**config.mk**
```make
export PLATFORM = sky130hd
export DESIGN_NAME = fwd_unit
export DESIGN_NICKNAME = d
export VERILOG_FILES = /design/src/ex_pkg.sv /design/src/fwd_unit.sv
export SDC_FILE = /design/constraint.sdc
export NUM_CORES = 1
export LEC_CHECK = 0
export BUFFER_PORTS_ARGS = -buffer_cell sky130_fd_sc_hd__buf_2
export CAP_MARGIN = 20
export CORE_AREA = 2 2 50 52
export DETAILED_ROUTE_END_ITERATION = 8
export DIE_AREA = 0 0 52 54
export PLACE_DENSITY = 0.82
export SLEW_MARGIN = 20
export SYNTH_ARGS = -nofsm -noshare
export SYNTH_HDL_FRONTEND = slang
export SYNTH_SLANG_ARGS = --single-unit
```
**constraint.sdc**
```tcl
create_clock -name vclk -period 4.1
set_input_delay 0.82 -clock vclk [all_inputs]
set_output_delay 0.82 -clock vclk [all_outputs]
set_load 0.01 [all_outputs]
```
**src/ex_pkg.sv**
```systemverilog
package ex_pkg;

    // datapath width and register index width
    localparam int XLEN   = 32;
    localparam int REG_AW = 5;

    // branch funct3 encodings
    localparam logic [2:0] F3_BEQ  = 3'b000;
    localparam logic [2:0] F3_BNE  = 3'b001;
    localparam logic [2:0] F3_BLT  = 3'b100;
    localparam logic [2:0] F3_BGE  = 3'b101;
    localparam logic [2:0] F3_BLTU = 3'b110;
    localparam logic [2:0] F3_BGEU = 3'b111;

    // alu operations, base set then M extension
    typedef enum logic [4:0] {
        alu_add, alu_sub, alu_sll, alu_slt, alu_sltu,
        alu_xor, alu_srl, alu_sra, alu_or, alu_and,
        alu_lui_pass,
        alu_mul, alu_mulh, alu_mulhsu, alu_mulhu,
        alu_div, alu_divu, alu_rem, alu_remu
    } alu_op_e;

    typedef enum logic {
        src1_rs1,
        src1_pc
    } src1_sel_e;

    // bit 1 picks the constant, bit 0 the immediate
    typedef enum logic [1:0] {
        src2_rs2  = 2'b00,
        src2_imm  = 2'b01,
        src2_four = 2'b10
    } src2_sel_e;

    // operand source for forwarding
    typedef enum logic [1:0] {
        fw_rf = 2'd0,
        fw_ex = 2'd1,
        fw_ls = 2'd2,
        fw_wb = 2'd3
    } fw_sel_e;

    typedef enum logic [1:0] {
        br_none,
        br_branch,
        br_jal,
        br_jalr
    } br_kind_e;

    // decoded instruction entering execute
    // rs values are the register file as read while the request is presented
    typedef struct packed {
        logic              valid;
        logic [XLEN-1:0]   pc;
        logic [2:0]        funct3;
        alu_op_e           alu_op;
        src1_sel_e         src1_sel;
        src2_sel_e         src2_sel;
        br_kind_e          br_kind;
        logic [REG_AW-1:0] rs1_idx;
        logic [REG_AW-1:0] rs2_idx;
        logic [REG_AW-1:0] rd_idx;
        logic              rd_we;
        logic [XLEN-1:0]   rs1_val;
        logic [XLEN-1:0]   rs2_val;
        logic [XLEN-1:0]   imm;
    } ex_req_t;

    // one result slot in the back half of the pipe
    typedef struct packed {
        logic              valid;
        logic              rd_we;
        logic [REG_AW-1:0] rd_idx;
        logic [XLEN-1:0]   data;
    } res_t;

    typedef struct packed {
        logic            taken;
        logic [XLEN-1:0] target;
    } redir_t;

endpackage

```
**src/fwd_unit.sv**
```systemverilog
`timescale 1ns/1ps

module fwd_unit
    import ex_pkg::*;
(
    input  logic [REG_AW-1:0] rs1_idx_i,
    input  logic [REG_AW-1:0] rs2_idx_i,
    input  res_t              ex_tag_i,
    input  res_t              ls_tag_i,
    input  res_t              wb_tag_i,
    output fw_sel_e           rs1_sel_o,
    output fw_sel_e           rs2_sel_o
);

    // slot holds a live write to this register
    function automatic logic slot_hit(res_t tag, logic [REG_AW-1:0] idx);
        return tag.valid && tag.rd_we && (tag.rd_idx != '0) && (tag.rd_idx == idx);
    endfunction

    // youngest slot wins
    function automatic fw_sel_e pick_src(logic [REG_AW-1:0] idx,
                                         res_t ex_tag,
                                         res_t ls_tag,
                                         res_t wb_tag);
        fw_sel_e sel;
        sel = fw_rf;
        if (slot_hit(ex_tag, idx)) begin
            sel = fw_ex;
        end else if (slot_hit(ls_tag, idx)) begin
            sel = fw_ls;
        end else if (slot_hit(wb_tag, idx)) begin
            sel = fw_wb;
        end
        return sel;
    endfunction

    // x0 never matches since slot_hit rejects rd 0
    assign rs1_sel_o = pick_src(rs1_idx_i, ex_tag_i, ls_tag_i, wb_tag_i);
    assign rs2_sel_o = pick_src(rs2_idx_i, ex_tag_i, ls_tag_i, wb_tag_i);

endmodule

```
**After elaboration in Yosys (flattened, before gate mapping)**

Index checks and enable logic that the tools add are counted.

- Muxes and demuxes: 6
- Reduce and logical (&&, ||, !) cells: 15
- Equal/unequal tests: 6

Operators by type and width:

| cell | number |
|---|---|
| $eq A5 B5 Y1 | 6 |
| $reduce_bool A5 Y1 | 3 |
| $logic_and A1 B1 Y1 | 12 |
| $mux W2 | 6 |

- Word-level logic and storage cells: 27
- Bits in registers: 0
- Output and inout port bits: 4
- Bits of input ports: 127

**Depth between registers and ports, before layout**

- Depth after elaboration: 6
- Gate-level depth with buffers: 4
- Gate-level depth less buffers: 4

**Worst setup path after synthesis**

Ideal clock, no wire load.

- Kind: input port to output port
- Start: input port ls_tag_i[33] (netlist bit)
- End: output port rs2_sel_o[0]
- Slack: 1.453 ns
- Path buffers: 0
- Arrival time: 1.827 ns
- Cell stages on the path: 4
- Cell sequence: or4_1 > o211ai_2 > nor4_1 > o22ai_1

- Cells in the longest elaborated chain, start to end: 5

RTL lines:

| item | line | RTL |
|---|---|---|
| from (decl) | fwd_unit.sv:9 | `input res_t ls_tag_i,` |
| $reduce_bool A5 Y1 | fwd_unit.sv:17 | `return tag.valid && tag.rd_we && (tag.rd_idx != '0) && (tag.rd_idx == idx);` |
| $logic_and A1 B1 Y1 | fwd_unit.sv:17 |  |
| $logic_and A1 B1 Y1 (*) | fwd_unit.sv:17 |  |
| $mux W2 (*) | fwd_unit.sv:29 | `end else if (slot_hit(ls_tag, idx)) begin` |
| $mux W2 (*) | fwd_unit.sv:27 | `if (slot_hit(ex_tag, idx)) begin` |
| to (decl) | fwd_unit.sv:12 | `output fw_sel_e rs2_sel_o` |

Every way passes the cells marked *; elsewhere a longest branch is shown, timed or not.

**Final worst setup path**

Ends and elaborated chain as after synthesis.

==> flow_summary.yaml <==
pwr:
  peakVddDrop_uv: 36.62
  p_total_uw: 63.23
  leakagePower_uw: 0.0002711
  powerDensity_nw_per_um2: 97.94
detailed_routing:
  dr.pass1.iters: 3
  vias: 544
  detail-route-antenna-nets: 0
  drc_errors: 0
  finalWirelength_um: 1421
  drt-initial-drc-count: 4
  wire_per_inst_um: 11.84
  routed_via_density: 4.533
sta:
  relSlewSlack_pct: 84.75
  tns_ns: 0
  fmax_ghz: 0.3458
  drv_slew: 0
  hold_viol_final: 0
  worstMarginPinSlew_ns: 0.2266
  rsz0062_at_grt: "false"
  period_share_pct: 70.54
  fin_crit_ns: 2.892
  finalSetupViolations: 0
global_route:
  grt_pass1_vias: 511
  met3_usage_pct: 0.8333
  antenna_found_initial: 0
  busiest_layer: "met2"
  track_usage_pct: 11.09
  grt_overflow: 0
  grt_use_met1_pct: 16.50
  met2_usage_pct: 18.35
  grt_max_degree: 5
  grt_pass1_wl_um: 2387
final_layout:
  final_cell_mix: "buf_2, xnor2_1, xor2_1, nand4_1"
  nNetsFinal: 219
  regArea_um2: 0
  drive_gt1_share_pct: 41.11
  layout_commonest_cell: "buf_2"
  diodes: 0
  synthToLayoutAreaGrowth_pct: 49.13
  clock_buffers: 0
  seq_cell_count: 0
setup_path:
  setup.worst_path.start_class: "input pin"
  max_stage_delay_ns: 0.53
  critPathSlowestCell: "or4_1"
  worst-path-buf-inv: 2
  crit_top_cell: "buf_2"
  crit_family: "simple AND/OR/NAND/NOR gates"
  critPathCaptureType: "output pin"
  path_cells: "buf_2, or4_1, o211ai_2, nor4_1, o22ai_1, buf_2"
  cp_data_required_time_ns: 3.28
  cp_data_arrival_time_ns: 2.07
  critPathKind: "input pin to output pin"
  path_max_fanout: 4
worst_hold_path:
  min_path_type: "input pin to output pin"
floorplan:
  die_y_um: 54
  core_um2: 2320
  rows: 18
  fp.dieArea_um2: 2808
  initial_utilization_pct: 18.66
  ios: 131
  die_w_um: 52
placed_design:
  port_buffers: 35
  place_congestion: 0.8202
cts:
  hold_buffers: 0
  cts_resized: 0
  post-cts-setup-buffers: 0
logic_synthesis:
  syn_area_um2: 432.9
  yosys_warnings: 0
  synth.largest_area_cell: "xnor2_1"
  synth_nets: 182
  synthTopCellsByArea: "xnor2_1, xor2_1, nand4_1"
  ys_seq_area_share_pct: 0
  yosys.area.top_type_share_pct: 36.42
  syn_avg_cell_area_um2: 7.871
  synthCells: 55
  ys_types: 15
status:
  status: "completed"
run:
  cap_violations: 0
## cell usage after synthesis
master     instances
a21boi_1           1
a2bb2oi_2          1
nand2_1            3
nand3_1            1
nand4_1            4
nor3_1             3
nor4_1             2
o211ai_2           1
o21ai_1            1
o22ai_1            1
o311a_1            2
or3_1              2
or4_1              3
xnor2_1           18
xor2_1            12
## routing by layer
layer | vias to the layer above | part of all wire [%]
li1 | 278 | -
met1 | 241 | 49
met2 | 25 | 44
met3 | 0 | 7.5
met4 | 0 | 0
met5 | - | 0
## area by class of cell
type	count	area, µm²
Fill cell	260	1674
Tap cell	30	37.54
Timing Repair Buffer	35	175.2
Multi-Input combinational cell	55	432.9
## metrics by stage
step / hold slack (ns) / cells / setup slack, ns / utilization [%] / instance area, µm²
global placement: 2.121 / 120 / 1.215 / 27.83 / 645.6
finish: 2.117 / 120 / 1.208 / 27.83 / 645.6
detailed placement: 2.117 / 120 / 1.209 / 27.83 / 645.6
floorplan: 1.854 / 55 / 1.453 / - / 432.9
CTS: 2.120 / 120 / 1.203 / 27.83 / 645.6
global route: 2.165 / 120 / 1.108 / 27.83 / 645.6
## kinds of logic (layout without fill, tap and decap cells)
group | after synthesis | count (layout) | synth area share [%]
compound gates | 7 | 7 | 15.32
xor+xnor | 30 | 30 | 60.69
buf+inv | 0 | 35 | 0
simple gates | 18 | 18 | 23.98
## final timing paths
kind / cells past startpoint / startpoint / slack [ns] / to
worst min-delay path: 5 / wb_tag_i[34] / 2.12 / rs1_sel_o[0]
worst max-delay path: 6 / ls_tag_i[33] / 1.21 / rs2_sel_o[0]
## power breakdown
group	leakage, µW	switching [µW]	internal, µW
registers	0	0	0
clock network	0	0	0
logic	0.000271	31.1	32.1
Note: power is estimated with default switching activity, not from simulation.
