[src/ex_pkg.sv]
package ex_pkg;

    // datapath width and register index width
    localparam int XLEN   = 32;
    localparam int REG_AW = 5;

    // branch funct3 encodings
    localparam logic [2:0] F3_BEQ  = 3'b000;
    localparam logic [2:0] F3_BNE  = 3'b001;
    localparam logic [2:0] F3_BLT  = 3'b100;
    localparam logic [2:0] F3_BGE  = 3'b101;
    localparam logic [2:0] F3_BLTU = 3'b110;
    localparam logic [2:0] F3_BGEU = 3'b111;

    // alu operations, base set then M extension
    typedef enum logic [4:0] {
        alu_add, alu_sub, alu_sll, alu_slt, alu_sltu,
        alu_xor, alu_srl, alu_sra, alu_or, alu_and,
        alu_lui_pass,
        alu_mul, alu_mulh, alu_mulhsu, alu_mulhu,
        alu_div, alu_divu, alu_rem, alu_remu
    } alu_op_e;

    typedef enum logic {
        src1_rs1,
        src1_pc
    } src1_sel_e;

    // bit 1 picks the constant, bit 0 the immediate
    typedef enum logic [1:0] {
        src2_rs2  = 2'b00,
        src2_imm  = 2'b01,
        src2_four = 2'b10
    } src2_sel_e;

    // operand source for forwarding
    typedef enum logic [1:0] {
        fw_rf = 2'd0,
        fw_ex = 2'd1,
        fw_ls = 2'd2,
        fw_wb = 2'd3
    } fw_sel_e;

    typedef enum logic [1:0] {
        br_none,
        br_branch,
        br_jal,
        br_jalr
    } br_kind_e;

    // decoded instruction entering execute
    // rs values are the register file as read while the request is presented
    typedef struct packed {
        logic              valid;
        logic [XLEN-1:0]   pc;
        logic [2:0]        funct3;
        alu_op_e           alu_op;
        src1_sel_e         src1_sel;
        src2_sel_e         src2_sel;
        br_kind_e          br_kind;
        logic [REG_AW-1:0] rs1_idx;
        logic [REG_AW-1:0] rs2_idx;
        logic [REG_AW-1:0] rd_idx;
        logic              rd_we;
        logic [XLEN-1:0]   rs1_val;
        logic [XLEN-1:0]   rs2_val;
        logic [XLEN-1:0]   imm;
    } ex_req_t;

    // one result slot in the back half of the pipe
    typedef struct packed {
        logic              valid;
        logic              rd_we;
        logic [REG_AW-1:0] rd_idx;
        logic [XLEN-1:0]   data;
    } res_t;

    typedef struct packed {
        logic            taken;
        logic [XLEN-1:0] target;
    } redir_t;

endpackage

[src/ex_pipe_regs.sv]
`timescale 1ns/1ps

module ex_pipe_regs
    import ex_pkg::*;
(
    input  logic            clk,
    input  logic            rst_i,
    input  ex_req_t         req_i,
    input  logic [XLEN-1:0] alu_res_i,
    input  redir_t          redir_i,
    output ex_req_t         id_ex_o,
    output res_t            ex_tag_o,
    output res_t            ls_tag_o,
    output res_t            wb_o,
    output redir_t          redir_o
);

    ex_req_t id_ex_q;
    res_t    ex_nxt;
    res_t    ex_q;
    res_t    ls_q;
    res_t    wb_q;
    res_t    ret_q;
    redir_t  redir_nxt;
    redir_t  redir_q;

    // register read that missed a commit in the same cycle
    function automatic logic [XLEN-1:0] late_rd(logic [REG_AW-1:0] idx,
                                                logic [XLEN-1:0] val,
                                                res_t late);
        if (idx == '0) begin
            return '0;
        end
        if (late.valid && late.rd_we && (late.rd_idx == idx)) begin
            return late.data;
        end
        return val;
    endfunction

    // ex slot built from the instruction now in execute
    always_comb begin
        ex_nxt.valid  = id_ex_q.valid;
        ex_nxt.rd_we  = id_ex_q.rd_we;
        ex_nxt.rd_idx = id_ex_q.rd_idx;
        ex_nxt.data   = alu_res_i;
    end

    // bubbles never redirect
    assign redir_nxt.taken  = id_ex_q.valid && redir_i.taken;
    assign redir_nxt.target = redir_i.target;

    always_ff @(posedge clk) begin
        id_ex_q <= req_i;
        ex_q    <= ex_nxt;
        ls_q    <= ex_q;
        wb_q    <= ls_q;
        ret_q   <= wb_q;
        redir_q <= redir_nxt;
        // only the valid bits and taken need clearing
        if (rst_i) begin
            id_ex_q.valid <= 1'b0;
            ex_q.valid    <= 1'b0;
            ls_q.valid    <= 1'b0;
            wb_q.valid    <= 1'b0;
            ret_q.valid   <= 1'b0;
            redir_q.taken <= 1'b0;
        end
    end

    // ret holds the commit that was on wb_o when this request read regs
    always_comb begin
        id_ex_o         = id_ex_q;
        id_ex_o.rs1_val = late_rd(id_ex_q.rs1_idx, id_ex_q.rs1_val, ret_q);
        id_ex_o.rs2_val = late_rd(id_ex_q.rs2_idx, id_ex_q.rs2_val, ret_q);
    end

    assign ex_tag_o = ex_q;
    assign ls_tag_o = ls_q;
    assign wb_o     = wb_q;
    assign redir_o  = redir_q;

endmodule

[config.mk]
export PLATFORM = sky130hd
export DESIGN_NAME = ex_pipe_regs
export DESIGN_NICKNAME = d
export VERILOG_FILES = /design/src/ex_pkg.sv /design/src/ex_pipe_regs.sv
export SDC_FILE = /design/constraint.sdc
export NUM_CORES = 1
export LEC_CHECK = 0
export BUFFER_PORTS_ARGS = -buffer_cell sky130_fd_sc_hd__buf_4
export CELL_PAD_IN_SITES_DETAIL_PLACEMENT = 0
export CELL_PAD_IN_SITES_GLOBAL_PLACEMENT = 2
export CORE_AREA = 2 2 209 211
export DETAILED_ROUTE_END_ITERATION = 16
export DIE_AREA = 0 0 211 213
export GPL_TIMING_DRIVEN = 0
export PLACE_DENSITY = 0.65
export SYNTH_ARGS = -nofsm -noshare
export SYNTH_HDL_FRONTEND = slang
export SYNTH_SLANG_ARGS = --single-unit
[constraint.sdc]
create_clock -name clk -period 3.05 [get_ports clk]
set_input_delay 0.1525 -clock clk [delete_from_list [all_inputs] [get_ports clk]]
set_output_delay 0.1525 -clock clk [all_outputs]
set_load 0.05 [all_outputs]
# [Word level (Yosys, flattened, before mapping)]
# Cells that the tools add are included.
[totals] regBits=347 input_bits=225 elab_cells=54
[classes] reduce_logical=6 mux=14 eq_ne=2
[op_table] cell="$mux W32" count=8
[op_table] cell="$eq A5 B5 Y1" count=2
[op_table] cell="$logic_not A5 Y1" count=2
[op_table] cell="$mux W1" count=6
[op_table] cell="$logic_and A1 B1 Y1" count=4

# [Longest topological paths before layout]
[depth] word_depth=6 mapped_depth=5

# [Least setup slack after synthesis]
# Ideal clock, no wire load.
[synth_timing] path_type="flip-flop to output port" from="register id_ex_q, in the netlist id_ex_o[108]" to="output id_ex_o[75] in the netlist's numbering" required_ns=2.897 arrival_time_ns=2.102 path_buffers=1 stages_incl_launch_ff=6 setup_slack_ns=0.796 path_cell_list="dfxtp_1 -> xor2_1 -> nor4_4 -> and2_1 -> buf_4 -> o21ai_0"
[synth_rtl] element="start: declaration" line="ex_pipe_regs.sv:18" source="ex_req_t id_ex_q;"
[synth_rtl] element="start signal: assignment" line="ex_pipe_regs.sv:53" source="id_ex_q <= req_i;"
[synth_rtl] element="end: declaration" line="ex_pipe_regs.sv:11" source="output ex_req_t id_ex_o,"

==> impl_table.tex <==
\begin{tabular}{lr}
\hline
Metric & Value \\
\hline
\multicolumn{2}{l}{\textbf{Final layout}} \\
\quad Area Overhead vs Synth & 93.36\% \\
\quad Number of cells in the finished layout apart from fillers & 2071 \\
\quad Final net count & 1719 \\
\quad Antenna diode instance count & 0 \\
\quad Most common cell after layout, fill and taps aside & sky130\_fd\_sc\_hd\_\_buf\_4 \\
\quad Proportion of layout cells with a drive suffix above 1 & 46.62\% \\
\quad Top library cells by usage in the layout, fill and taps aside & sky130\_fd\_sc\_hd\_\_buf\_4, sky130\_fd\_sc\_hd\_\_dfxtp\_1, sky130\_fd\_sc\_hd\_\_dlygate4sd3\_1 \\
\quad Fin area & 0.01733 mm² \\
\multicolumn{2}{l}{\textbf{Setup path}} \\
\quad Reg-to-Reg End & redir\_o[32] \\
\quad Data arrival time at the worst-slack endpoint & 2.57 ns \\
\quad CP Capture Point & id\_ex\_o[50] \\
\quad Classification of the worst setup path & register to output port \\
\quad Reg2reg setup slack & 2.34 ns \\
\quad Highest-delay cell along the critical path & sky130\_fd\_sc\_hd\_\_clkbuf\_1 \\
\quad CP Launch Type & register \\
\quad Gate family responsible for the most delay along the worst path & buffers and inverters \\
\quad Count of cells along the worst register-to-register path & 2 \\
\quad CP Max Fanout & 10 \\
\quad Critical path data required time & 2.90 ns \\
\quad Sort of element at the end of the critical path & output port \\
\quad Number of gates on the worst path with buffers counted & 6 \\
\quad Slowest Stage Delay on Critical Path & 0.50 ns \\
\quad Cell chain of the critical path & xor2\_1 -> nor2\_2 -> clkbuf\_1 -> nand4\_1 -> o21ai\_0 -> buf\_4 \\
\quad Number of buffer and inverter instances along the worst setup path & 2 \\
\quad Worst setup path start & id\_ex\_o[103] \\
\quad Startpoint of the most critical register-to-register path & id\_ex\_o[157] \\
\multicolumn{2}{l}{\textbf{Timing}} \\
\quad Setup\_tns & 0 ns \\
\quad Transition at the pin with the smallest max-transition slack & 0.6326 ns \\
\quad Number of max-slew violations in the final report & 0 \\
\quad Clock Skew & 0.005815 ns \\
\quad Worst slew margin & 57.67\% \\
\quad Max frequency & 366.8 MHz \\
\quad Final period utilization & 89.40\% \\
\quad Hold violation total from the final report & 0 \\
\quad Minimum period implied by the final worst setup slack & 2.727 ns \\
\quad Count of endpoints failing setup in the final report & 0 \\
\quad Unrepaired setup endpoints after global routing & no \\
\multicolumn{2}{l}{\textbf{Clocking}} \\
\quad Number of clock buffers inserted by TritonCTS & 41 \\
\quad Maximum number of buffers from clock root to sink & 3 \\
\quad Clock Pin Slew Worst Setup and Hold Paths & 0.06 ns \\
\quad Clock root buffer & sky130\_fd\_sc\_hd\_\_clkbuf\_16 \\
\quad Clock tree from TritonCTS & built \\
\quad Clock latency reported for the late side of the worst-skew pair & 0.56 ns \\
\quad Num Clock Sinks & 347 \\
\quad Level count of the clock H-tree & 2 \\
\multicolumn{2}{l}{\textbf{Routing}} \\
\quad Average wire per standard cell & 17.60 µm \\
\quad First-pass DRT Iterations & 4 \\
\quad Via count normalized by instance count & 3.797 \\
\quad DRC violation count after routing & 0 \\
\quad Number of vias in the routed layout & 7863 \\
\quad ANT nets after route & 0 \\
\quad Routed wire length & 36.45 mm \\
\quad DRC marker count from the first detailed-route iteration & 241 \\
\multicolumn{2}{l}{\textbf{Synthesis}} \\
\quad Synthesized-area fraction occupied by adder cells & 0\% \\
\quad Synthesized netlist net count & 917 \\
\quad Post-synthesis average cell area & 12.95 µm² \\
\quad Area share of and/or/nand/nor cells after synthesis & 8.583\% \\
\quad Sequential cell area fraction in the yosys report & 77.49\% \\
\quad Area of the mapped netlist & 0.008965 mm² \\
\quad Number of warnings issued by yosys & 0 \\
\quad Synthesized-area fraction occupied by ao, oa, aoi and oai cells & 3.573\% \\
\quad Count of different cell masters after synthesis & 14 \\
\quad Cells after synthesis & 692 \\
\quad Xor and xnor area share after synthesis & 0.9770\% \\
\quad Main combinational cell family by area after synthesis & buffers and inverters \\
\quad Post-synthesis mux area share & 0\% \\
\quad Post-synthesis sequential element count & 347 \\
\multicolumn{2}{l}{\textbf{Status}} \\
\quad Result of the run & completed \\
\multicolumn{2}{l}{\textbf{Floorplanning}} \\
\quad Y dimension of the die & 213 µm \\
\quad Die span in x & 211 µm \\
\quad Number of placement rows & 76 \\
\quad Die area & 0.04494 mm² \\
\quad Core Footprint & 0.04270 mm² \\
\quad I/O Pins & 533 \\
\quad Initial cell density of the core & 21.00\% \\
\multicolumn{2}{l}{\textbf{Global routing}} \\
\quad Combined global-route utilization of all metal layers & 15.60\% \\
\quad Vias in the first global route & 8363 \\
\quad Number of antenna violations at the first check in global routing & 1 \\
\quad Global route overflow & 0 \\
\quad Wire length of the first global-routing pass & 50.86 mm \\
\quad Largest net degree at the start of global routing & 14 \\
\multicolumn{2}{l}{\textbf{Place}} \\
\quad Final estimated routing congestion in global placement & 0.7811 \\
\quad DPL Wire Length & 27.53 mm \\
\quad Port bufs & 532 \\
\quad Cell count after placement & 1770 \\
\quad Cell Area, Placed & 0.01364 mm² \\
\multicolumn{2}{l}{\textbf{Flow run}} \\
\quad Max Cap Violations & 0 \\
\multicolumn{2}{l}{\textbf{Power}} \\
\quad Cell area power density & 681.9 mW/mm² \\
\quad Leakage & 0.008115 µW \\
\quad Worst voltage drop across the vdd grid & 0.4686 mV \\
\multicolumn{2}{l}{\textbf{Hold path}} \\
\quad Beginning of the worst hold path & redir\_i[6] \\
\quad Class of the tightest hold or removal check & primary input to register \\
\hline
\end{tabular}
-- kinds of logic (layout without fill, tap and decap cells) --
family,Yosys count,after routing
AOI/OAI and AO/OA,64,64
buffers and inverters,124,957
xor gates and xnor gates,10,10
DFF,347,347
and+or+nand+nor,147,147
-- worst min-delay path by stage --
stage,slack (ns),cells past startpoint,endpoint
after CTS,0.19,2,ex_tag_o[3]
after floorplan,0.18,0,ex_tag_o[0]
after global routing,0.20,2,id_ex_q[57]
final,0.23,2,redir_o[6]
after detailed placement,0.26,1,redir_o[28]
after global placement,0.26,1,id_ex_o[147]
-- flip-flops by register name, indices dropped and copies added, names as in the netlist --
| register | cells |
|---|---|
| ex_tag_o | 39 |
| id_ex_o | 94 |
| ls_tag_o | 39 |
| redir_o | 33 |
| id_ex_q | 64 |
| wb_o | 39 |
| ret_q | 39 |
-- worst reg2reg max path, cell delays in order, from the launching register on --
cell and delay [ns]:
sky130_fd_sc_hd__dfxtp_1 0.30, sky130_fd_sc_hd__nor2b_1 0.13, sky130_fd_sc_hd__and2_1 0.17
-- cells in the mapped netlist --
master                     count  area (µm²)
sky130_fd_sc_hd__nor4_4        2       42.54
sky130_fd_sc_hd__o21ai_0      54       270.3
sky130_fd_sc_hd__nor3_1        2       10.01
sky130_fd_sc_hd__buf_2         9       45.04
sky130_fd_sc_hd__xor2_1       10       87.58
sky130_fd_sc_hd__o21ai_1      10       50.05
sky130_fd_sc_hd__nor2b_1       5       31.28
sky130_fd_sc_hd__nor2_1        4       15.01
sky130_fd_sc_hd__dfxtp_1     347        6947
sky130_fd_sc_hd__nand4_1      64       400.4
sky130_fd_sc_hd__clkbuf_1     18       67.56
sky130_fd_sc_hd__and2_1        3       18.77
sky130_fd_sc_hd__nand2_1      67       251.5
sky130_fd_sc_hd__buf_4        97       728.2
-- metal layers --
metal | wire length, µm | vias to the layer above | global-route usage (%)
met5 | 0 | - | 0
met2 | 18880 | 337 | 28.29
li1 | - | 3815 | -
met3 | 3425 | 63 | 6.457
met1 | 12930 | 3648 | 15.72
met4 | 1208 | 0 | 6.629
-- power by group --
| group | internal (µW) | switching [µW] | total (µW) |
|---|---|---|---|
| sequential | 4780 | 109 | 4890 |
| clock | 3140 | 1970 | 5100 |
| combinational | 744 | 1080 | 1830 |
-- repair_timing --
action | in CTS | in global routing
hold buffers | 224 | 0
buffers inserted | 3 | 0
endpoints found under the setup margin | 7 | 0
gates resized for setup | 1 | 0
hold endpoints to repair | 227 | 0
-- layout make-up --
class	count	area [µm²]
Multi-Input combinational cell	221	1180
Buffer	124	840.8
Timing Repair Buffer	759	6259
Tap cell	546	683.2
Clock buffer	56	1174
Sequential cell	347	6947
Fill cell	4132	25360
Clock inverter	18	251.5
-- through the flow --
step | hold slack (ns) | utilization [%] | power [µW] | worst slack [ns]
5_1_grt | 0.2019 | 40.60 | 12290 | 0.007431
6_report | 0.2333 | 40.60 | 11820 | 0.3234
2_1_floorplan | 0.1802 | - | 5907 | 0.7958
4_1_cts | 0.1860 | 40.60 | 12030 | 0.06782
3_3_place_gp | 0.2572 | 31.95 | 6577 | 0.6121
3_5_place_dp | 0.2579 | 31.95 | 6578 | 0.6080
(Power assumes the default switching activity.)
